**config.mk**
```make
export PLATFORM = sky130hd
export DESIGN_NAME = mem_loader
export DESIGN_NICKNAME = d
export VERILOG_FILES = /design/src/rtl/mem_pkg.sv /design/src/rtl/mem_loader.sv
export SDC_FILE = /design/constraint.sdc
export NUM_CORES = 1
export LEC_CHECK = 0
export BUFFER_PORTS_ARGS = -buffer_cell sky130_fd_sc_hd__buf_2
export CORE_AREA = 2 2 93 95
export CTS_BUF_LIST = sky130_fd_sc_hd__clkbuf_8
export DETAILED_ROUTE_END_ITERATION = 16
export DIE_AREA = 0 0 95 97
export HOLD_SLACK_MARGIN = 0.08
export SLEW_MARGIN = 40
export SYNTH_ARGS = -nofsm -noshare
export SYNTH_HDL_FRONTEND = slang
export SYNTH_SLANG_ARGS = --single-unit
export TNS_END_PERCENT = 5
```
**constraint.sdc**
```tcl
create_clock -name tb_CLK -period 1.2 [get_ports tb_CLK]
set_input_delay 0.24 -clock tb_CLK [delete_from_list [all_inputs] [get_ports tb_CLK]]
set_output_delay 0.24 -clock tb_CLK [all_outputs]
set_load 0.05 [all_outputs]
```
**src/rtl/mem_pkg.sv**
```systemverilog
/*
 * Memory-side definitions for the instruction and data SSRAMs.
 * Holds the SRAM port struct, the preload word format, the memory
 * target select and the loader FSM states.
 */

package mem_pkg;

	// ------------------------------------------------------------
	// SRAM geometry
	// ------------------------------------------------------------

	// Default word address width, 1024 words
	localparam int SRAM_ADDR_W = 10;
	localparam int SRAM_DATA_W = 32;
	localparam int SRAM_MASK_W = SRAM_DATA_W / 8;

	// SSRAM control, all strobes active low
	typedef struct packed {
		logic                   csb;
		logic                   web;
		logic [SRAM_MASK_W-1:0] wmask;
		logic [SRAM_ADDR_W-1:0] addr;
		logic [SRAM_DATA_W-1:0] din;
	} sram_port_t;

	// ------------------------------------------------------------
	// Preload
	// ------------------------------------------------------------

	// Which memory a load word goes to
	typedef enum logic [0:0] {
		TARGET_INSTR = 1'b0,
		TARGET_DATA  = 1'b1
	} mem_target_e;

	// One image word, addr is a word index
	typedef struct packed {
		mem_target_e            target;
		logic [SRAM_ADDR_W-1:0] addr;
		logic [SRAM_DATA_W-1:0] data;
	} load_word_t;

	// Loader FSM
	typedef enum logic [0:0] {
		ST_LOAD = 1'b0,
		ST_RUN  = 1'b1
	} loader_state_e;

endpackage

```
**src/rtl/mem_loader.sv**
```systemverilog
/*
 * Preload sequencer for the instruction and data memories.
 * After reset it owns both SRAM ports and writes each strobed load
 * word into the selected memory. A load_done strobe hands the ports
 * to the OBI bridges, raises their enable and releases core reset.
 */

module mem_loader #(
	parameter int ADDR_W = mem_pkg::SRAM_ADDR_W
) (
	input  logic                tb_CLK,
	input  logic                arst_n,
	input  logic                load_we,
	input  mem_pkg::load_word_t load_word,
	input  logic                load_done,
	input  mem_pkg::sram_port_t instr_req,
	input  mem_pkg::sram_port_t data_req,
	output mem_pkg::sram_port_t instr_port,
	output mem_pkg::sram_port_t data_port,
	output logic                enable,
	output logic                core_rst_n
);

	import mem_pkg::*;

	// Deselected port, no access
	localparam sram_port_t SRAM_IDLE = '{
		csb:   1'b1,
		web:   1'b1,
		wmask: '0,
		addr:  '0,
		din:   '0
	};

	loader_state_e state_q;
	loader_state_e state_d;

	// Full-word write built from the load port
	sram_port_t load_port;

	logic core_rst_n_q;

	// ------------------------------------------------------------
	// FSM
	// ------------------------------------------------------------

	// Single transition, ST_RUN is held until the next reset
	always_comb begin
		state_d = state_q;
		case (state_q)
			ST_LOAD: begin
				if (load_done) begin
					state_d = ST_RUN;
				end
			end
			ST_RUN:  state_d = ST_RUN;
			default: state_d = ST_LOAD;
		endcase
	end

	// Core reset rises on the same edge as the move to ST_RUN
	always_ff @(posedge tb_CLK or negedge arst_n) begin
		if (!arst_n) begin
			state_q      <= ST_LOAD;
			core_rst_n_q <= 1'b0;
		end else begin
			state_q      <= state_d;
			core_rst_n_q <= (state_d == ST_RUN);
		end
	end

	assign enable     = (state_q == ST_RUN);
	assign core_rst_n = core_rst_n_q;

	// ------------------------------------------------------------
	// Port mux
	// ------------------------------------------------------------

	// Load words always write all four bytes
	always_comb begin
		load_port.csb   = 1'b0;
		load_port.web   = 1'b0;
		load_port.wmask = '1;
		// Wrap the index to the array depth
		load_port.addr  = SRAM_ADDR_W'(load_word.addr[ADDR_W-1:0]);
		load_port.din   = load_word.data;
	end

	// Bridges pass through in ST_RUN
	always_comb begin
		instr_port = instr_req;
		data_port  = data_req;
		if (state_q == ST_LOAD) begin
			// Unselected memory stays idle
			instr_port = SRAM_IDLE;
			data_port  = SRAM_IDLE;
			if (load_we) begin
				if (load_word.target == TARGET_INSTR) begin
					instr_port = load_port;
				end else begin
					data_port = load_port;
				end
			end
		end
	end

endmodule

```
==> results of run 1 <==
[how the worst max path moves through the flow]
stage / from / depth (start not counted) / endpoint / slack [ps]
after floorplan: core_rst_n$_DFF_PN0_ / 4 / data_port[22] / -490
after global placement: core_rst_n$_DFF_PN0_ / 5 / instr_port[43] / -400
after detailed placement: core_rst_n$_DFF_PN0_ / 5 / instr_port[43] / -460
after CTS: core_rst_n$_DFF_PN0_ / 5 / instr_port[43] / -370
after global routing: core_rst_n$_DFF_PN0_ / 5 / instr_port[45] / -390
final: core_rst_n$_DFF_PN0_ / 5 / instr_port[43] / -330
[power by group through the flow]
stage | clock network [W] | logic [W] | registers, W
after floorplan | 0 | 0.000971 | 0.0000343
after detailed placement | 0 | 0.00143 | 0.0000344
after global routing | 0 | 0.00181 | 0.0000344
after global placement | 0 | 0.00142 | 0.0000344
final | 0 | 0.00172 | 0.0000344
after CTS | 0 | 0.00171 | 0.0000344
[layout by cell type, fill, tap and decap left out, types with 4 or more instances in the layout]
master / netlist / routed
buf_4: 8 / 16
buf_12: 0 / 7
o21ai_2: 20 / 65
nand2b_4: 1 / 24
nand2b_1: 42 / 9
nand2b_2: 0 / 10
o21ai_4: 0 / 23
buf_6: 9 / 91
nand2_1: 88 / 86
buf_8: 0 / 7
buf_2: 3 / 142
a21o_2: 0 / 4
[cell usage after synthesis, drive strengths merged]
| library cell | number |
|---|---|
| mux2 | 2 |
| nand2 | 89 |
| clkbuf | 6 |
| a21o | 4 |
| buf | 20 |
| inv | 2 |
| nand2b | 43 |
| nor3b | 1 |
| a21oi | 2 |
| dfrtp | 1 |
| or2 | 1 |
| o21ai | 88 |
[metal layers]
layer / global-route usage [%] / vias to the layer above / wire (um) / part of all wire, %
met1: 17.1 / 1206 / 2770 / 35
li1: - / 1340 / - / -
met4: 0.334 / 0 / 0 / 0
met5: 0 / - / 0 / 0
met3: 2.10 / 0 / 637 / 7.9
met2: 32.8 / 124 / 4630 / 58
[kinds of logic after synthesis]
logic type / Yosys count
simple gates: 134
compound gates: 94
buf+inv: 28
mux: 2
flops: 1
[repair_timing]
| action | in CTS | in global routing |
|---|---|---|
| buffers inserted | 0 | 0 |
| pin swaps | 19 | 1 |
| hold endpoints to repair | 1 | 0 |
| hold buffers | 1 | 0 |
| resized for setup | 227 | 12 |
| endpoints found under the setup margin | 98 | 98 |
[through the flow]
| stage | instance area [um2] | utilization [%] | TNS, ps |
|---|---|---|---|
| finish | 4160 | 51.2 | -23210 |
| global route | 4160 | 51.2 | -27260 |
| CTS | 4100 | 50.4 | -24060 |
| detailed placement | 3310 | 40.7 | -33740 |
| global placement | 3310 | 40.7 | -32460 |
| floorplan | 1910 | - | -43320 |
[cell type report]
cell class / count / area, um2
repair buffers: 264 / 2110
inverters: 2 / 7.51
flip-flops and latches: 1 / 28.8
multi-input cells: 230 / 1880
fillers: 760 / 3970
well taps: 105 / 131
==> metrics.md, run 1 <==
| Metric | Value |
|---|---|
| Status | finished with violations |
| Failing checks | setup timing |
| Hold path depth | 2 |
| Syn_nets | 402 |
| Hold EP | core_rst_n$_DFF_PN0_ |
| Grt ovf | 0 |
| CP arrival | 1290 ps |
| VDD IR-drop max | 187 uV |
| Area of the mapped netlist | roughly 1400 um2 |
| Clock Skews | 0 ps |
| Period utilisation layout | 128% |
| Clock power share | 0% |
| Slowest stage cell on the critical path | dfrtp_4 |
| Largest net degree at the start of global routing | 56 |
| Initial antenna violation count | 0 |
| Bufs and invs on worst path | 3 |
| Die Y | 97 um |
| Sequential share of the synthesized area | about 1.7% |
| Min Tclk post-route | roughly 1500 ps |
| I/O pin cnt | 241 |
| Site Rows | 33 |
| Post-synthesis adder-cell area fraction | 0% |
| Largest register FFs | 1 |
| Gp weighted congestion | 0.801 |
| Crit Path Class | reg2out |
| Post-synthesis xor/xnor area fraction | 0% |
| Dpl cells | 601 |
| Fmax | approximately 650 MHz |
| Worst setup EP type | output pin |
| Hold path startpoint | load_done |
| Final wirelength | 8040 um |
| Req. time, crit path | 960 ps |
| Fraction of layout cells with a size suffix above 1 | about 80% |
| DRC violations left | 0 |
| Synth-to-layout area growth | 188% |
| Psw | 0.00105 W |
| Reg power frac | ~2% |
| Simple-Gate Fraction of Synth Area | between 40% and 50% |
| GRT Total Usage | 15.8% |
| Fin Hold WS | 439 ps |
| Core ar. | 8130 um2 |
| Crit-path cells | buf_12 > nor3b_4 > buf_6 > a21o_2 > buf_8 |
| Largest family of logic cells by synthesized area | simple AND/OR/NAND/NOR gates |
| Yosys top cell area share | a little under a quarter |
| CP max stage delay | 490 ps |
| Nets | 642 |
| Reg2Reg Depth | 2 |
| Netlist cell types | 19 |
| Slew HR | 85.0% |
| Reg2reg end | core_rst_n$_DFF_PN0_ |
| Syn Area/Cell | ~5.6 um2 |
| First-pass DRT Iterations | 4 |
| Area leader, netlist | nand2_1 |
| Post-DRT Antenna Nets | 0 |
| Worst-path clk slew | 0 ps |
| Min-Delay Path Class | in2reg |
| Flop-to-flop setup slack | 70 ps |
| Syn Inst Count | 259 |
| Comb power frac | 98.0% |
| Fin. Hold Viols | 0 |
| Power Total | 0.00176 W |
| Global-route wire length before repair | between 10000 and 15000 um |
| Worst setup SP type | flop |
| Initial Utilization | 17.8% |
| Setup violators final | 98 |
| Layout Cells excl Fill | approximately 600 |
| RSZ-0062 raised after global routing | yes |
| RR Startpoint | core_rst_n$_DFF_PN0_ |
| Post-synthesis mux area share | 1.56% |
| Pins Over Slew Limit | 0 |
| Via density per instance | between 4 and 5 |
| Top delay family on crit path | flip-flops |
| Vias in the first global route | about 2600 |
| Internal power | between 0.0007 and 0.0008 W |
| Ys Warns | 0 |
| Clock latency on the worst-skew pair | 0 ps |
| Dpl hpwl | 6260 um |
| Largest cells by area after synthesis | nand2_1 (23%), nand2b_1 (18%), o21ai_0 (13%), o21ai_2 (12%), o21ai_1 (10%) |
| Port Buf Inserts | 240 |
| Die X | roughly 95 um |
| Compound-gate portion of the synthesized area | 38.4% |
| Pwr dens | 422 nW/um2 |
| Die area | 9220 um2 |
| N_diodes | 0 |
| Detailed Route Iter0 Violations | 41 |
| Leak Pwr | 2.26 nW |
| Crit Path Max Fanout | 33 |
| Switch share | 59.8% |
| Worst setup margin | -334 ps |
| Synthesized flop and latch total | 1 |
| Drt wl/cell | 13.4 um |
| Worst-margin pin slew | 224 ps |
| Total number of vias | 2670 |
| Max-capacitance violation count | 0 |
| Dpl ws | -459 ps |
No activity file was read; power rests on OpenSTA's default activity.
==> run 2: changes to the inputs <==
Settings changed: BUFFER_PORTS_ARGS -buffer_cell sky130_fd_sc_hd__buf_2 to -buffer_cell sky130_fd_sc_hd__clkbuf_2.
==> run 2 against run 1 <==
  * The flow still finishes with violations (setup timing)
  * Die area stayed put
  * Cell count grew 1.8%
  * Wire length increased by 24%
  * Global-route usage increased by 1.8 points
  * Combinational power is 17% higher
  * Critical path depth is the same
  * Register-to-register slack got worse by 200 ps
  * Fmax fell by 3.1%
  * First-iteration DRC count grew 7.3%
  * Utilization grew 12 points
  * Critical endpoint unchanged
  * Largest cell class unchanged
==> metrics.md, run 2 (synthesis results as in run 1) <==
| Metric | Value |
|---|---|
| Status | finished with violations |
| Failing checks | setup timing |
| Die Y | 97 um |
| Crit Path Max Fanout | 7 |
| Final core occ | 63.7% |
| Fin. Hold Viols | 0 |
| CP arrival | ~1300 ps |
| Worst setup margin | -384 ps |
| Initial Utilization | between 10% and 20% |
| Final wirelength | 10000 um |
| Via density per instance | about 4.6 |
| Flop-to-flop setup slack | -130 ps |
| Worst-margin pin slew | roughly 220 ps |
| Largest register FFs | 1 |
| Req. time, crit path | 960 ps |
| Global-route wire length before repair | 13200 um |
| Pwr dens | 395 nW/um2 |
| Most frequent cells in the layout | clkbuf_2 (142), nand2_1 (63), o21ai_2 (51) |
| Setup violators final | 99 |
| First-pass DRT Iterations | 4 |
| Hold path depth | 2 |
| RSZ-0062 raised after global routing | yes |
| Total number of vias | around 2800 |
| Power Total | 0.00205 W |
| Largest net degree at the start of global routing | 63 |
| Filler instances | a little over 600 |
| Die area | 9220 um2 |
| Clock Skews | 0 ps |
| Post-DRT Antenna Nets | 0 |
| Crit-path cells | buf_12 > nor3b_4 > buf_6 > a21o_2 > clkbuf_16 |
| Worst setup EP type | output pin |
| Max-capacitance violation count | 0 |
| Multi-input gate area | 2180 um2 |
| Post-route cell area | between 5000 and 6000 um2 |
| Leak Pwr | ~2.8 nW |
| Clock latency on the worst-skew pair | 0 ps |
| Min Tclk post-route | 1580 ps |
| Site Rows | 33 |
| Core ar. | 8130 um2 |
| Sequential cell area | approximately 29 um2 |
| Initial antenna violation count | 0 |
| Die X | between 90 and 100 um |
| Detailed Route Iter0 Violations | 44 |
| VDD IR-drop max | roughly 280 uV |
| CP max stage delay | 540 ps |
| Vias in the first global route | 2868 |
| Nets | around 650 |
| DRC violations left | 0 |
| Fraction of layout cells with a size suffix above 1 | 86.6% |
| Setup TNS | -28100 ps |
| Grt ovf | 0 |
| Fmax | 631 MHz |
| Slowest stage cell on the critical path | dfrtp_4 |
| Worst setup SP type | flop |
| GRT Total Usage | 17.6% |
| Placed Area | 3740 um2 |
| N_diodes | 0 |
| I/O pin cnt | 241 |
| Port Buf Inserts | 240 |
| Drt wl/cell | 16.3 um |
| Reg2Reg Depth | 4 |
| Gp weighted congestion | 0.850 |
| Dpl hpwl | 6380 um |
| Slew HR | 85.2% |
| Min-Delay Path Class | in2reg |
| Crit Path Class | reg2out |
| Leading cell type in the layout, fill and taps excluded | clkbuf_2 |
| Period utilisation layout | 132% |
| Pins Over Slew Limit | 0 |
| Worst-path clk slew | 0 ps |
| Synth-to-layout area growth | 258% |
## run 2: cell count changes in the layout (fill, tap and decap cells not counted), sizes merged
cell | before | now
clkbuf | 0 | 167
buf | 263 | 107
## run 2: critical path: cells and delay by family (launching register included)
kind / cells / cell delay (ps)
and+or+nand+nor: 1 / 190
buffers and inverters: 3 / 490
DFF: 1 / 540
AOI/OAI and AO/OA: 1 / 110
## run 2: stage by stage
step | setup WS (ps) | cells | hold slack [ps]
floorplan | -491 | 259 | -55.6
global placement | -410 | 603 | 19.6
detailed placement | -459 | 603 | 18.9
CTS | -378 | 605 | 432
global route | -419 | 613 | 462
finish | -384 | 613 | 444
## run 2: power by group
group / total (W) / internal (W) / switching [W]
Clock: 0 / 0 / 0
Combinational: 0.00201 / 0.000867 / 0.00115
Sequential: 0.0000344 / 0.0000344 / 0.000000000000000000371
## run 2: worst paths after layout
| check | startpoint | endpoint |
|---|---|---|
| setup / recovery | core_rst_n$_DFF_PN0_ | instr_port[43] |
| hold / removal | load_done | core_rst_n$_DFF_PN0_ |
| setup reg to reg | core_rst_n$_DFF_PN0_ | core_rst_n$_DFF_PN0_ |
| hold reg to reg | core_rst_n$_DFF_PN0_ | core_rst_n$_DFF_PN0_ |
| max in group asynchronous | arst_n | core_rst_n$_DFF_PN0_ |
| min in group asynchronous | arst_n | core_rst_n$_DFF_PN0_ |
## run 2: metal layers
layer / wire length (um) / share of wire, % / GRT usage (%) / up-vias
met5: 0 / 0 / 0 / -
met4: 175 / 1.7 / 2.34 / 0
met3: 646 / 6.5 / 2.41 / 14
met2: 5750 / 57 / 37.7 / 139
met1: 3430 / 34 / 17.2 / 1306
li1: - / - / - / 1361
## run 2: timing repair
| item | CTS | global route |
|---|---|---|
| pin swaps | 22 | 18 |
| endpoints found under the hold margin | 1 | 0 |
| gates cloned | 1 | 5 |
| setup endpoints to repair | 99 | 99 |
| gates resized for setup | 179 | 114 |
| hold buffers | 1 | 0 |
| buffers inserted | 0 | 3 |
## run 2: final cells by class
type	count	area share, %
repair buffers	275	54.7
multi-input cells	230	42.1
well taps	105	2.54
flip-flops and latches	1	0.556
inverters	2	0.145
==> run 3: changes to the inputs <==
Clock period 1.2 ns to 1.75 ns, I/O delays scaled along.
==> run 3 against run 2 <==
  * The run now ends clean
  * Critical endpoint is now instr_port[5]
  * Critical path type unchanged
  * Highest routed layer unchanged
  * Via count decreased by 8.9%
  * Clock skew unchanged
  * Register-to-register slack improved by 700 ps
  * Wire length decreased by 27%
  * Combinational power decreased by 45%
  * Die area unchanged
==> metrics.md, run 3 (synthesis results as in run 1) <==
| Metric | Value |
|---|---|
| Status | completed |
| Min Tclk post-route | 1710 ps |
| Clock power share | 0% |
| Fraction of layout cells with a size suffix above 1 | about three quarters |
| DRC violations left | 0 |
| Met3 Use GR | 2.10% |
| Dpl hpwl | about 6200 um |
| CTS Hold Bufs | 0 |
| Vias in the first global route | 2426 |
| Port Buf Inserts | 240 |
| First-pass DRT Iterations | 4 |
| Crit Path Class | reg2out |
| Via density per instance | between 4 and 5 |
| N_diodes | 0 |
| Comb power frac | 97.9% |
| Synth-to-layout area growth | 155% |
| Total number of vias | 2570 |
| I/O pin cnt | 241 |
| Detailed Route Iter0 Violations | 38 |
| Crit-path cells | buf_4 > nand2b_1 > o21ai_2 > clkbuf_2 |
| Psw | slightly below 0.0007 W |
| Slew HR | between 80% and 90% |
| Leak Pwr | 1.95 nW |
| Nets | 634 |
| Die Y | 97 um |
| GRT Total Usage | 14.3% |
| Fmax | between 500 and 600 MHz |
| Pins Over Slew Limit | 0 |
| Die area | 9220 um2 |
| Worst-margin pin slew | about 290 ps |
| Final wirelength | around 7300 um |
| RSZ-0062 raised after global routing | yes |
| Initial Utilization | between 15 and 20% |
| Min-Delay Path Class | in2async |
| Gp weighted congestion | slightly above 0.8 |
| Largest register FFs | 1 |
| Global-route wire length before repair | between 10000 and 15000 um |
| Setup violators final | 0 |
| Final core occ | 45.4% |
| Max-capacitance violation count | 0 |
| Req. time, crit path | 1400 ps |
| Grt ovf | 0 |
| Met2 Track Usage GR | 28.5% |
| Site Rows | 33 |
| Leading cell type in the layout, fill and taps excluded | clkbuf_2 |
| Period utilisation layout | 97.9% |
| Worst setup SP type | flop |
| VDD IR-drop max | 181 uV |
| Post-DRT Antenna Nets | 0 |
| Pwr dens | 305 nW/um2 |
| Clock latency on the worst-skew pair | 0 ps |
| Worst setup EP type | output pin |
| Post-CTS Setup Inserts | 0 |
| Initial antenna violation count | 0 |
| Worst-path clk slew | 0 ps |
| Most Crowded Layer GR | met2 |
| Fin. Hold Viols | 0 |
| Core ar. | 8130 um2 |
| Drt wl/cell | 12.3 um |
| M1 GR Usage | 15.3% |
| Fin Hold WS | 126 ps |
| CP max stage delay | about 510 ps |
| Largest net degree at the start of global routing | 47 |
| Switch share | between 60% and 70% |
| Die X | 95 um |
| Internal power | 0.000436 W |
| Clock Skews | 0 ps |
| CP arrival | 1360 ps |
| Most frequent cells in the layout | clkbuf_2 (173), nand2_1 (88), o21ai_2 (63) |
| Reg power frac | 2.1% |
| Reg2Reg Depth | 2 |
| Slowest stage cell on the critical path | dfrtp_4 |
| Crit Path Max Fanout | 25 |
-- run 3: power by group through the flow --
stage	Clock [W]	Combinational [W]	Sequential, W
after detailed placement	0	0.00109	0.0000236
after global placement	0	0.00108	0.0000236
final	0	0.00110	0.0000236
after global routing	0	0.00116	0.0000236
after floorplan	0	0.000669	0.0000235
after CTS	0	0.00109	0.0000236
-- run 3: final cells by class --
type                    instances  area [um2]
inverters                       2        7.51
repair buffers                256        1830
fillers                       788        4440
multi-input cells             230        1690
flip-flops and latches          1        28.8
well taps                     105         131
-- run 3: worst max-delay path: cells and delay by family (launching register included) --
family	cells	cell delay [ps]
simple gates	1	210
buf+inv	2	510
compound gates	1	120
flops	1	510
-- run 3: metal layers --
metal  vias to the layer above  wire length [um]  part of all wire, %
met5                         -                 0                    0
met4                         0               171                  2.3
met3                        14               681                  9.3
met2                       143              3930                   54
met1                      1092              2500                   34
li1                       1321                 -                    -
-- run 3: final timing paths --
check                                           from                   end  slack (ps)
max in group asynchronous                     arst_n  core_rst_n$_DFF_PN0_        1530
worst max register to register  core_rst_n$_DFF_PN0_  core_rst_n$_DFF_PN0_         570
min in group tb_CLK                        load_done  core_rst_n$_DFF_PN0_         550
worst min-delay path                          arst_n  core_rst_n$_DFF_PN0_         130
worst max-delay path            core_rst_n$_DFF_PN0_         instr_port[5]          40
worst min register to register  core_rst_n$_DFF_PN0_  core_rst_n$_DFF_PN0_         900
-- run 3: metrics by stage --
| stage | total power (W) | area [um2] | instances | worst slack, ps | setup TNS (ps) |
|---|---|---|---|---|---|
| after floorplan | 0.000692 | 1920 | 259 | -86.0 | -2500 |
| after global placement | 0.00110 | 3610 | 594 | 25.6 | 0 |
| after detailed placement | 0.00111 | 3610 | 594 | -0.434 | -0.434 |
| after CTS | 0.00111 | 3610 | 594 | 0.00422 | 0 |
| after global routing | 0.00118 | 3690 | 594 | -14.4 | -22.9 |
| final | 0.00112 | 3690 | 594 | 37.1 | 0 |
-- run 3: what timing repair did --
| item | CTS | global route |
|---|---|---|
| resized for setup | 1 | 73 |
| endpoints found under the setup margin | 1 | 44 |
| gates cloned | 0 | 0 |
